`config.mk`:
```
export PLATFORM = sky130hd
export DESIGN_NAME = rob_subsystem
export DESIGN_NICKNAME = d
export VERILOG_FILES = /design/src/verilog/mem_bus_pkg.sv /design/src/verilog/core_types_pkg.sv /design/src/verilog/rob_ifs.sv /design/src/verilog/rob_subsystem.sv /design/src/verilog/store_drain.sv /design/src/verilog/commit_unit.sv /design/src/verilog/reorder_buffer.sv
export SDC_FILE = /design/constraint.sdc
export NUM_CORES = 2
export LEC_CHECK = 0
export ABC_AREA = 1
export ABC_CLOCK_PERIOD_IN_PS = 10000
export BUFFER_PORTS_ARGS = -buffer_cell sky130_fd_sc_hd__buf_2
export CAP_MARGIN = 20
export CELL_PAD_IN_SITES_DETAIL_PLACEMENT = 0
export CELL_PAD_IN_SITES_GLOBAL_PLACEMENT = 2
export CORE_ASPECT_RATIO = 1.1
export CORE_MARGIN = 5
export CORE_UTILIZATION = 35
export CTS_CLUSTER_DIAMETER = 100
export DETAILED_ROUTE_END_ITERATION = 12
export GPL_TIMING_DRIVEN = 0
export PLACE_DENSITY = 0.82
export SLEW_MARGIN = 20
export SYNTH_ARGS = -nofsm -noshare
export SYNTH_HDL_FRONTEND = slang
export SYNTH_SLANG_ARGS = --single-unit
```
`constraint.sdc`:
```
create_clock -name clk -period 10 [get_ports clk]
set_input_delay 0.5 -clock clk [delete_from_list [all_inputs] [get_ports clk]]
set_output_delay 0.5 -clock clk [all_outputs]
set_load 0.01 [all_outputs]
```
`src/verilog/mem_bus_pkg.sv`:
```
package mem_bus_pkg;

  // AXI4-Lite geometry of the data side
  localparam int axi_addr_w = 32;
  localparam int axi_data_w = 32;
  localparam int axi_strb_w = axi_data_w / 8;

  // write response codes
  localparam logic [1:0] resp_okay = 2'b00;

endpackage

```
`src/verilog/core_types_pkg.sv`:
```
package core_types_pkg;

  // buffer geometry
  localparam int rob_depth = 8;
  localparam int tag_w     = 3;
  localparam int cdb_ports = 2;

  // a tag is simply the slot index in the buffer
  typedef logic [tag_w-1:0] rob_tag_t;

  // only the classes that retire differently
  typedef enum logic [1:0] {
    cls_alu    = 2'd0,
    cls_branch = 2'd1,
    cls_store  = 2'd2
  } instr_class_e;

  typedef struct packed {
    // written at push
    instr_class_e cls;
    logic [4:0]   rd;
    logic [31:0]  pc;
    logic [31:0]  pred_next;
    // written at completion
    logic [31:0]  value;
    logic [31:0]  next_pc;
    // store payload, don't care for other classes
    logic [31:0]  st_addr;
    logic [31:0]  st_data;
    logic [3:0]   st_strb;
  } rob_entry_t;

endpackage
```
`src/verilog/rob_ifs.sv`:
```
`timescale 1ns/100ps

// one result port of the common data bus
interface cdb_if import core_types_pkg::*; ();
  logic        valid;
  rob_tag_t    tag;
  logic [31:0] value;
  logic [31:0] next_pc;
  logic [31:0] st_addr;
  logic [31:0] st_data;
  logic [3:0]  st_strb;

  modport src (output valid, tag, value, next_pc, st_addr, st_data, st_strb);
  modport snk (input valid, tag, value, next_pc, st_addr, st_data, st_strb);
endinterface

// oldest entry, seen by the commit side
interface rob_head_if import core_types_pkg::*; ();
  logic       head_valid;
  logic       head_ready;
  rob_entry_t entry;
  logic       pop;

  modport rob (output head_valid, head_ready, entry, input pop);
  modport commit (input head_valid, head_ready, entry, output pop);
endinterface

// committed store waiting for its memory write
interface store_req_if import mem_bus_pkg::*; ();
  logic                  req_valid;
  logic [axi_addr_w-1:0] addr;
  logic [axi_data_w-1:0] data;
  logic [axi_strb_w-1:0] strb;
  logic                  done;

  modport master (output req_valid, addr, data, strb, input done);
  modport slave (input req_valid, addr, data, strb, output done);
endinterface

```
`src/verilog/rob_subsystem.sv`:
```
`timescale 1ns/100ps

module rob_subsystem import core_types_pkg::*, mem_bus_pkg::*; (
  input  logic                  clk,
  input  logic                  reset,
  // issue
  input  logic                  push_valid,
  output logic                  push_ready,
  input  instr_class_e          push_class,
  input  logic [4:0]            push_rd,
  input  logic [31:0]           push_pc,
  input  logic [31:0]           push_pred_next,
  output rob_tag_t              push_tag,
  // common data bus, port 0
  input  logic                  cdb0_valid,
  input  rob_tag_t              cdb0_tag,
  input  logic [31:0]           cdb0_value,
  input  logic [31:0]           cdb0_next_pc,
  input  logic [31:0]           cdb0_st_addr,
  input  logic [31:0]           cdb0_st_data,
  input  logic [3:0]            cdb0_st_strb,
  // common data bus, port 1
  input  logic                  cdb1_valid,
  input  rob_tag_t              cdb1_tag,
  input  logic [31:0]           cdb1_value,
  input  logic [31:0]           cdb1_next_pc,
  input  logic [31:0]           cdb1_st_addr,
  input  logic [31:0]           cdb1_st_data,
  input  logic [3:0]            cdb1_st_strb,
  // operand lookup
  input  rob_tag_t              lookup_tag0,
  input  rob_tag_t              lookup_tag1,
  output logic                  lookup_valid0,
  output logic                  lookup_valid1,
  output logic [31:0]           lookup_value0,
  output logic [31:0]           lookup_value1,
  // retirement
  output logic                  commit_valid,
  output logic [4:0]            commit_rd,
  output logic [31:0]           commit_value,
  output logic                  redirect_valid,
  output logic [31:0]           redirect_pc,
  input  logic [4:0]            arch_raddr,
  output logic [31:0]           arch_rdata,
  // AXI4-Lite write channels
  output logic                  awvalid,
  input  logic                  awready,
  output logic [axi_addr_w-1:0] awaddr,
  output logic                  wvalid,
  input  logic                  wready,
  output logic [axi_data_w-1:0] wdata,
  output logic [axi_strb_w-1:0] wstrb,
  input  logic                  bvalid,
  output logic                  bready,
  input  logic [1:0]            bresp
);

  cdb_if       cdb_bus [cdb_ports] ();
  rob_head_if  head_bus ();
  store_req_if store_bus ();
  logic        flush;

  assign cdb_bus[0].valid   = cdb0_valid;
  assign cdb_bus[0].tag     = cdb0_tag;
  assign cdb_bus[0].value   = cdb0_value;
  assign cdb_bus[0].next_pc = cdb0_next_pc;
  assign cdb_bus[0].st_addr = cdb0_st_addr;
  assign cdb_bus[0].st_data = cdb0_st_data;
  assign cdb_bus[0].st_strb = cdb0_st_strb;

  assign cdb_bus[1].valid   = cdb1_valid;
  assign cdb_bus[1].tag     = cdb1_tag;
  assign cdb_bus[1].value   = cdb1_value;
  assign cdb_bus[1].next_pc = cdb1_next_pc;
  assign cdb_bus[1].st_addr = cdb1_st_addr;
  assign cdb_bus[1].st_data = cdb1_st_data;
  assign cdb_bus[1].st_strb = cdb1_st_strb;

  reorder_buffer u_rob (
    .clk            (clk),
    .reset          (reset),
    .push_valid     (push_valid),
    .push_ready     (push_ready),
    .push_class     (push_class),
    .push_rd        (push_rd),
    .push_pc        (push_pc),
    .push_pred_next (push_pred_next),
    .push_tag       (push_tag),
    .cdb            (cdb_bus),
    .lookup_tag0    (lookup_tag0),
    .lookup_tag1    (lookup_tag1),
    .lookup_valid0  (lookup_valid0),
    .lookup_valid1  (lookup_valid1),
    .lookup_value0  (lookup_value0),
    .lookup_value1  (lookup_value1),
    .head           (head_bus),
    .flush          (flush)
  );

  commit_unit u_commit (
    .clk            (clk),
    .reset          (reset),
    .head           (head_bus),
    .store          (store_bus),
    .flush          (flush),
    .commit_valid   (commit_valid),
    .commit_rd      (commit_rd),
    .commit_value   (commit_value),
    .redirect_valid (redirect_valid),
    .redirect_pc    (redirect_pc),
    .arch_raddr     (arch_raddr),
    .arch_rdata     (arch_rdata)
  );

  store_drain u_store (
    .clk     (clk),
    .reset   (reset),
    .req     (store_bus),
    .awvalid (awvalid),
    .awready (awready),
    .awaddr  (awaddr),
    .wvalid  (wvalid),
    .wready  (wready),
    .wdata   (wdata),
    .wstrb   (wstrb),
    .bvalid  (bvalid),
    .bready  (bready),
    .bresp   (bresp)
  );

endmodule

```
`src/verilog/store_drain.sv`:
```
`timescale 1ns/100ps

module store_drain import mem_bus_pkg::*; (
  input  logic                  clk,
  input  logic                  reset,
  store_req_if.slave            req,
  // write address
  output logic                  awvalid,
  input  logic                  awready,
  output logic [axi_addr_w-1:0] awaddr,
  // write data
  output logic                  wvalid,
  input  logic                  wready,
  output logic [axi_data_w-1:0] wdata,
  output logic [axi_strb_w-1:0] wstrb,
  // write response, code not inspected without an exception path
  input  logic                  bvalid,
  output logic                  bready,
  input  logic [1:0]            bresp
);

  typedef enum logic [1:0] {idle, addr_data, resp} state_e;

  state_e state_q;
  logic aw_done_q;
  logic w_done_q;
  logic aw_acc;
  logic w_acc;

  // request payload is held by the buffer head until done
  assign awaddr = {req.addr[axi_addr_w-1:2], 2'b00};
  assign wdata  = req.data;
  assign wstrb  = req.strb;

  assign awvalid  = state_q == addr_data && !aw_done_q;
  assign wvalid   = state_q == addr_data && !w_done_q;
  assign bready   = state_q == resp;
  assign req.done = bvalid && bready;

  assign aw_acc = aw_done_q || (awvalid && awready);
  assign w_acc  = w_done_q || (wvalid && wready);

  always_ff @(posedge clk) begin
    if (reset) begin
      state_q   <= idle;
      aw_done_q <= 1'b0;
      w_done_q  <= 1'b0;
    end else begin
      case (state_q)
        idle: begin
          aw_done_q <= 1'b0;
          w_done_q  <= 1'b0;
          if (req.req_valid) begin
            state_q <= addr_data;
          end
        end
        addr_data: begin
          aw_done_q <= aw_acc;
          w_done_q  <= w_acc;
          // both channels accepted, possibly in different cycles
          if (aw_acc && w_acc) begin
            state_q <= resp;
          end
        end
        resp: begin
          if (req.done) begin
            state_q <= idle;
          end
        end
        default: state_q <= idle;
      endcase
    end
  end

endmodule

```
`src/verilog/commit_unit.sv`:
```
`timescale 1ns/100ps

module commit_unit import core_types_pkg::*, mem_bus_pkg::*; (
  input  logic         clk,
  input  logic         reset,
  rob_head_if.commit   head,
  store_req_if.master  store,
  output logic         flush,
  // retirement observation
  output logic         commit_valid,
  output logic [4:0]   commit_rd,
  output logic [31:0]  commit_value,
  // front end redirect
  output logic         redirect_valid,
  output logic [31:0]  redirect_pc,
  // architectural read port
  input  logic [4:0]   arch_raddr,
  output logic [31:0]  arch_rdata
);

  logic [31:0] regs [32];
  logic head_done;
  logic is_store;
  logic is_branch;
  logic mispredict;

  assign head_done = head.head_valid && head.head_ready;
  assign is_store  = head.entry.cls == cls_store;
  assign is_branch = head.entry.cls == cls_branch;

  // a store hands off to the write path and waits for its response
  assign store.req_valid = head_done && is_store;
  assign store.addr      = head.entry.st_addr[axi_addr_w-1:0];
  assign store.data      = head.entry.st_data[axi_data_w-1:0];
  assign store.strb      = head.entry.st_strb[axi_strb_w-1:0];

  assign commit_valid = head_done && (!is_store || store.done);
  assign head.pop     = commit_valid;
  assign commit_rd    = head.entry.rd;
  assign commit_value = head.entry.value;

  // wrong path after a branch whose target was mispredicted
  assign mispredict = commit_valid && is_branch &&
                      (head.entry.next_pc != head.entry.pred_next);

  assign flush          = mispredict;
  assign redirect_valid = mispredict;
  assign redirect_pc    = head.entry.next_pc;

  always_ff @(posedge clk) begin
    if (reset) begin
      for (int r = 0; r < 32; r++) begin
        regs[r] <= '0;
      end
    end else if (commit_valid && !is_store && head.entry.rd != 5'd0) begin
      regs[head.entry.rd] <= head.entry.value;
    end
  end

  // x0 hardwired
  assign arch_rdata = (arch_raddr == 5'd0) ? '0 : regs[arch_raddr];

endmodule

```
`src/verilog/reorder_buffer.sv`:
```
`timescale 1ns/100ps

module reorder_buffer import core_types_pkg::*; (
  input  logic          clk,
  input  logic          reset,
  // issue side
  input  logic          push_valid,
  output logic          push_ready,
  input  instr_class_e  push_class,
  input  logic [4:0]    push_rd,
  input  logic [31:0]   push_pc,
  input  logic [31:0]   push_pred_next,
  output rob_tag_t      push_tag,
  // completion
  cdb_if.snk            cdb [cdb_ports],
  // operand lookup
  input  rob_tag_t      lookup_tag0,
  input  rob_tag_t      lookup_tag1,
  output logic          lookup_valid0,
  output logic          lookup_valid1,
  output logic [31:0]   lookup_value0,
  output logic [31:0]   lookup_value1,
  // retirement
  rob_head_if.rob       head,
  input  logic          flush
);

  rob_entry_t entries [rob_depth];
  logic [rob_depth-1:0] valid_q;
  logic [rob_depth-1:0] ready_q;
  rob_tag_t head_q;
  rob_tag_t tail_q;
  logic push_fire;

  // bus ports flattened to plain arrays
  logic        cdb_valid   [cdb_ports];
  rob_tag_t    cdb_tag     [cdb_ports];
  logic [31:0] cdb_value   [cdb_ports];
  logic [31:0] cdb_next_pc [cdb_ports];
  logic [31:0] cdb_st_addr [cdb_ports];
  logic [31:0] cdb_st_data [cdb_ports];
  logic [3:0]  cdb_st_strb [cdb_ports];

  rob_tag_t    lk_tag   [2];
  logic        lk_valid [2];
  logic [31:0] lk_value [2];

  for (genvar p = 0; p < cdb_ports; p++) begin : g_cdb
    assign cdb_valid[p]   = cdb[p].valid;
    assign cdb_tag[p]     = cdb[p].tag;
    assign cdb_value[p]   = cdb[p].value;
    assign cdb_next_pc[p] = cdb[p].next_pc;
    assign cdb_st_addr[p] = cdb[p].st_addr;
    assign cdb_st_data[p] = cdb[p].st_data;
    assign cdb_st_strb[p] = cdb[p].st_strb;
  end

  // full when the tail slot is still occupied
  assign push_ready = !valid_q[tail_q];
  assign push_tag   = tail_q;
  assign push_fire  = push_valid && push_ready;

  assign head.head_valid = valid_q[head_q];
  assign head.head_ready = ready_q[head_q];
  assign head.entry      = entries[head_q];

  always_ff @(posedge clk) begin
    if (reset || flush) begin
      valid_q <= '0;
      ready_q <= '0;
      head_q  <= '0;
      tail_q  <= '0;
    end else begin
      if (push_fire) begin
        valid_q[tail_q] <= 1'b1;
        ready_q[tail_q] <= 1'b0;
        tail_q          <= tail_q + rob_tag_t'(1);
      end
      for (int p = 0; p < cdb_ports; p++) begin
        if (cdb_valid[p]) begin
          ready_q[cdb_tag[p]] <= 1'b1;
        end
      end
      if (head.pop) begin
        valid_q[head_q] <= 1'b0;
        ready_q[head_q] <= 1'b0;
        head_q          <= head_q + rob_tag_t'(1);
      end
    end
  end

  // entry payload
  always_ff @(posedge clk) begin
    if (push_fire) begin
      entries[tail_q].cls       <= push_class;
      entries[tail_q].rd        <= push_rd;
      entries[tail_q].pc        <= push_pc;
      entries[tail_q].pred_next <= push_pred_next;
    end
    for (int p = 0; p < cdb_ports; p++) begin
      if (cdb_valid[p]) begin
        entries[cdb_tag[p]].value   <= cdb_value[p];
        entries[cdb_tag[p]].next_pc <= cdb_next_pc[p];
        entries[cdb_tag[p]].st_addr <= cdb_st_addr[p];
        entries[cdb_tag[p]].st_data <= cdb_st_data[p];
        entries[cdb_tag[p]].st_strb <= cdb_st_strb[p];
      end
    end
  end

  assign lk_tag[0] = lookup_tag0;
  assign lk_tag[1] = lookup_tag1;

  // stored value first, a result on the bus this cycle overrides it
  always_comb begin
    for (int l = 0; l < 2; l++) begin
      lk_valid[l] = 1'b0;
      lk_value[l] = '0;
      if (valid_q[lk_tag[l]]) begin
        if (ready_q[lk_tag[l]]) begin
          lk_valid[l] = 1'b1;
          lk_value[l] = entries[lk_tag[l]].value;
        end
        for (int p = 0; p < cdb_ports; p++) begin
          if (cdb_valid[p] && cdb_tag[p] == lk_tag[l]) begin
            lk_valid[l] = 1'b1;
            lk_value[l] = cdb_value[p];
          end
        end
      end
    end
  end

  assign lookup_valid0 = lk_valid[0];
  assign lookup_valid1 = lk_valid[1];
  assign lookup_value0 = lk_value[0];
  assign lookup_value1 = lk_value[1];

endmodule

```
Word-level counts from Yosys, hierarchy flattened:

Memories as Yosys holds them, arrays and structs flattened. A register that Yosys moved wholly into a read port is not among the register bits.
Index checks and enable logic that the tools add are counted.

* RAM bits: 2648
* register bits after elaboration: 26
* logic and storage cells: 148
* memories: 2
* memory bits (read-only): 0
* input port bits: 362
* bits in latches: 0

Memories
* u_rob.entries: depth 8, bits a word 203, read ports 3, clocked after Yosys merged registers in 1, wr ports 3, line reorder_buffer.sv:28 `rob_entry_t entries [rob_depth];`
* u_commit.regs: depth 32, bits a word 32, read ports 1, clocked after Yosys merged registers in 0, wr ports 32, line commit_unit.sv:21 `logic [31:0] regs [32];`

* shift-type cells: 0
* div/mod/pow operators: 0
* bitwise gates (word level): 8
* add/sub/neg operators: 2
* muxes and demuxes: 71
* multiply operators: 0
* reductions and logical operators: 36
* eq/ne operators: 12
* $lt $le $gt $ge: 10

Operators by type and width (number)
* 32-bit two-way mux: 10
* 8-bit two-way mux: 10
* 32-bit != test: 1
* 32-bit OR reduction: 1
* 1-bit two-way mux: 31
* 8-bit AND: 3
* 3-bit by 4-bit < comparator with 1-bit output, second input constant: 6
* 8-bit OR: 3
* 1-bit logical AND: 22
* 1-bit binary-select mux with 3-bit select: 7
* 8-bit inverter: 2
* 1-bit demux with 3-bit select: 4
* 3-bit == test: 4
* 3-bit by 1-bit >= comparator with 1-bit output, second input constant: 4
* 3-bit by 1-bit adder with 3-bit output, second input constant: 2
* 2-bit two-way mux: 3
* 3-bit two-way mux: 2
* 2-bit != test, second input constant: 3
* 2-bit one-hot mux with 3 select lines: 1
* 5-bit logical NOT: 1
* 5-bit two-way mux: 1
* 5-bit nonzero test: 1
* 2-bit by 1-bit == test with 1-bit output, second input constant: 2
* 2-bit == test, second input constant: 2
* other kinds (6): 13

Longest topological paths before layout:

* depth in word-level cells: 16
* mapped depth: 22
* depth with buffers taken out: 18

Modules after synthesis:

From an unflattened synthesis, not the netlist that was laid out.

* cells, all modules: 13998
* area, all modules: 130438.9 um^2

By module, submodules not included
* reorder_buffer: cells an instance 8906, times used 1, area an instance 81979.9 um^2
* commit_unit: cells an instance 4994, times used 1, area an instance 47743.3 um^2
* store_drain: cells an instance 98, times used 1, area an instance 715.7 um^2

Worst setup path before layout:

Ideal clock, no wire load.

* path kind: input to register
* from: input port cdb0_tag[1]
* to: register u_rob.ready_q[1]
* data required time: 9.906 ns
* path buffers: 0
* stages on the path: 5
* path slack: -1.006 ns
* arrival: 10.912 ns
* cells stage by stage: nor2_1 inv_1 o21ai_0 o21ai_0 nor2_1

* cells in the longest elaborated chain, start to end: 12
* elaborated cells on any way between the ends: 13
* classes of those cells: order compare (2); mux (7); bitwise (3); reduce/logical (1)

Ends and longest elaborated chain
* start: declaration: line rob_subsystem.sv:16 `input rob_tag_t cdb0_tag,`
* 3-bit by 4-bit < comparator with 1-bit output (implied by the code) / 3-bit by 1-bit >= comparator with 1-bit output (equally long branches): line reorder_buffer.sv:81 `ready_q[cdb_tag[p]] <= 1'b1;`
* 1-bit logical AND (implied by the code): line reorder_buffer.sv:81
* 1-bit two-way mux (implied by the code): line reorder_buffer.sv:81
* 1-bit demux with 3-bit select *
* 8-bit OR (no line) *
* 8-bit two-way mux *: line reorder_buffer.sv:80 `if (cdb_valid[p]) begin`
* 8-bit two-way mux *: line reorder_buffer.sv:68 `if (reset || flush) begin`
* 8-bit OR (no line)
* 8-bit two-way mux *: line reorder_buffer.sv:80
* 8-bit two-way mux *: line reorder_buffer.sv:68
* 8-bit AND (no line)
* 8-bit two-way mux *: line reorder_buffer.sv:84 `if (head.pop) begin`
* end signal: assignment: line reorder_buffer.sv:70 `ready_q <= '0;`
* end signal: indexed assignment: line reorder_buffer.sv:81
* end signal: indexed assignment: line reorder_buffer.sv:86 `ready_q[head_q] <= 1'b0;`
* end: declaration: line reorder_buffer.sv:30 `logic [rob_depth-1:0] ready_q;`

Every way passes the cells marked *; elsewhere a longest branch is shown, timed or not. The select of a mux whose other input is x is not followed.
A chain may end at the register's enable or synchronous reset.

==> impl_metrics.ini <==
[run_status]
outcome = complete, no violations

[global_route]
grt_pass1_wl_mm = 799
grt_use_total_pct = 32.0
grt_pass1_vias = 102000
gr-total-overflow = 0
antenna_found_initial = 102
grt_max_degree = 69

[floorplan]
num_rows = 224
initial_utilization_pct = 35.1
die_area_um2 = 352000
core_um2 = 339000
die_h_um = 621
die_x_um = 566
ios = 606

[hold_path]
min_from = cdb1_next_pc[13]
min_delay_worst_endpoint = u_rob.entries[4][81]$_DFFE_PP_
hp-class = in -> reg
min_path_cells = 3

[setup_path]
cp.arrival_ns = 6.10
critPathMaxStageDelay_ns = 0.95
cpLargestDelayFamily = buffers and inverters
rr_endpoint = u_commit.regs[27][0]$_SDFFCE_PN0P_
crit_required_ns = 9.50
crit_chain = buf_2 > clkinv_1 > clkbuf_1 > clkbuf_2 > clkbuf_1 > clkbuf_1 > buf_1 > nor2_1 > a31oi_1 > buf_2
cp_num_buf_inv = 8
critPathMaxFanout = 10
r2r.worst_path.cells = 10
ff2ff_setup_slack_ns = 4.28
critPathMostFrequentCell = clkbuf_1
worstSetupPathType = reg -> out
crit_path_top_delay_cell = clkbuf_1
start_kind = flop
cp-end-kind = output pin

[cts]
cts.hold.buffers_added = 248
cts_made_buffers = 280
post_cts_resize_count = 0
cts_root_buf = clkbuf_16
clockBufferDepth = 4
path_clk_slew_ns = 0.06
cts_sinks = 2405
post_cts_buffers = 0
h-tree-depth = 5
cts_tree = yes
insertion_delay_ns = 0.95

[synth]
syn_inst = 13000
yosysTopAreaCell = edfxtp_1
ys_warn_count = 0
ys_ff_latch = 2405
ys_types = 39
syn_area_um2 = 119000
syn_avg_cell_area_um2 = 9.14
synth_area_leaders = edfxtp_1 60%, o21ai_0 11%, nor2_1 7.4%
synth_top_cell_area_share_pct = 60.0
synth-seq-area-share_pct = 60.5

[run]
drv_cap = 0

[finish]
final_common_cell = o21ai_0
drive_above_1_share_pct = 10.8
syn_to_final_growth_pct = 18.6
final.fill_count = 34000
final_area_um2 = 141000
nets = 14600
regArea_um2 = 71900
mostFrequentLayoutCells = 2631 x o21ai_0, 2376 x edfxtp_1, 2322 x nor2_1
fin_cells = 19000
multiInputGateArea_um2 = 40000

[routing]
via_count = 107000
viasPerCell = 5.62
drtIter0Drc = 14100
drc_errors = 0
ant_nets = 0
first_pass_iters = 6
drt_wl_total_mm = 583
wire_per_inst_um = 30.7

[place]
dpl.hpwl_mm = 428
place_area_um2 = 130000
placedCellCount = 18200
gp_congestion = 0.986
io_buffers = 521

[timing]
whs_ns = 0.0520
worst_pin_slew_ns = 1.33
setup_viol = 0
slew_headroom_pct = 11.6
max_freq_ghz = 0.152
fin_skew_ns = 0.0889
fin_crit_ns = 6.60
period_share_pct = 66.0
rsz0062_at_grt = false
maxSlewViolCount = 0
setup_tns_ns = 0
finalHoldViolCount = 0

[pwr]
vdd_drop_max_v = 0.000123
leakagePower_uw = 0.0531
pwr_density_cell_nw_per_um2 = 179
-- worst register-to-register path: cells and delay by family, from the launching register on --
| family | cells | cell delay, ns |
|---|---|---|
| buf+inv | 4 | 2.40 |
| flops | 1 | 0.30 |
| simple gates | 6 | 2.62 |
-- routing by layer --
layer / up-vias / part of all wire, % / track usage, %
li1: 47000 / - / -
met1: 52000 / 36 / 38.4
met2: 6050 / 45 / 50.6
met3: 1599 / 9.8 / 7.63
met4: 64 / 8.5 / 22.1
met5: - / 0.075 / 0
-- cells in the mapped netlist (all sizes together) --
cell	n
nand3	376
nand2	2312
xnor2	4
conb	1
inv	742
nor3	65
buf	263
o22ai	147
ha	2
nor2	2569
a311oi	1
o21ai	2671
o32ai	1
a21oi	239
o211ai	8
o221ai	193
clkbuf	833
nor3b	4
a31oi	163
dfxtp	29
a211oi	1
a21o	2
o2111ai	3
a221oi	1
clkinv	5
edfxtp	2376
o21a	1
xor2	3
-- sequential cells by signal, summed over array words and instances (netlist names), named ones only --
register           flops
u_rob.valid_q          8
u_store.state_q        2
u_store.aw_done_q      1
u_commit.regs       1024
u_rob.head_q           3
u_rob.ready_q          8
u_store.w_done_q       1
u_rob.push_tag         3
u_rob.entries       1352
-- cell type report --
type	instances	share of cell area (%)
diodes	50	0.0887
plain buffers	1096	3.26
clock buffers	364	5.40
clock inverters	135	0.775
inverters	747	2.02
multi-input cells	8800	28.4
flip-flops and latches	2405	51.0
well taps	4520	4.01
repair buffers	871	5.09
-- stage by stage --
| step | power, uW | utilization, % | setup WS [ns] |
|---|---|---|---|
| after floorplan | 13500 | - | 2.67 |
| after global placement | 15000 | 37.6 | -5.06 |
| after detailed placement | 15100 | 38.3 | 4.12 |
| after CTS | 25200 | 41.6 | 3.43 |
| after global routing | 25900 | 41.6 | 3.40 |
| final | 25300 | 41.7 | 3.40 |
-- worst max-delay path by stage --
stage / start / end / slack, ns / depth (start not counted)
after global routing: flop / awaddr[31] / 3.40 / 10
after floorplan: cdb0_tag[1] / u_rob.ready_q[1]$_SDFF_PP0_ / 2.67 / 5
final: flop / awaddr[31] / 3.40 / 10
after detailed placement: arch_raddr[0] / arch_rdata[23] / 4.12 / 10
after global placement: cdb0_tag[2] / u_rob.ready_q[1]$_SDFF_PP0_ / -5.06 / 6
after CTS: flop / awaddr[29] / 3.43 / 10
-- logic make-up after synthesis --
| kind of cell | after synthesis | synth area share [%] |
|---|---|---|
| buffers and inverters | 1843 | 6.16 |
| flip-flops | 2405 | 60.5 |
| XOR/XNOR | 7 | 0.0516 |
| AO/OA/AOI/OAI | 3431 | 15.4 |
| adder cells (fa/ha/maj) | 2 | 0.0210 |
| AND/OR/NAND/NOR | 5326 | 17.9 |
| other | 1 | 0.00315 |
-- power breakdown --
group	internal [uW]	switching [uW]
Sequential	11600	151
Clock	5760	4410
Combinational	817	2490
Total	18200	7050
(Power assumes the default switching activity.)
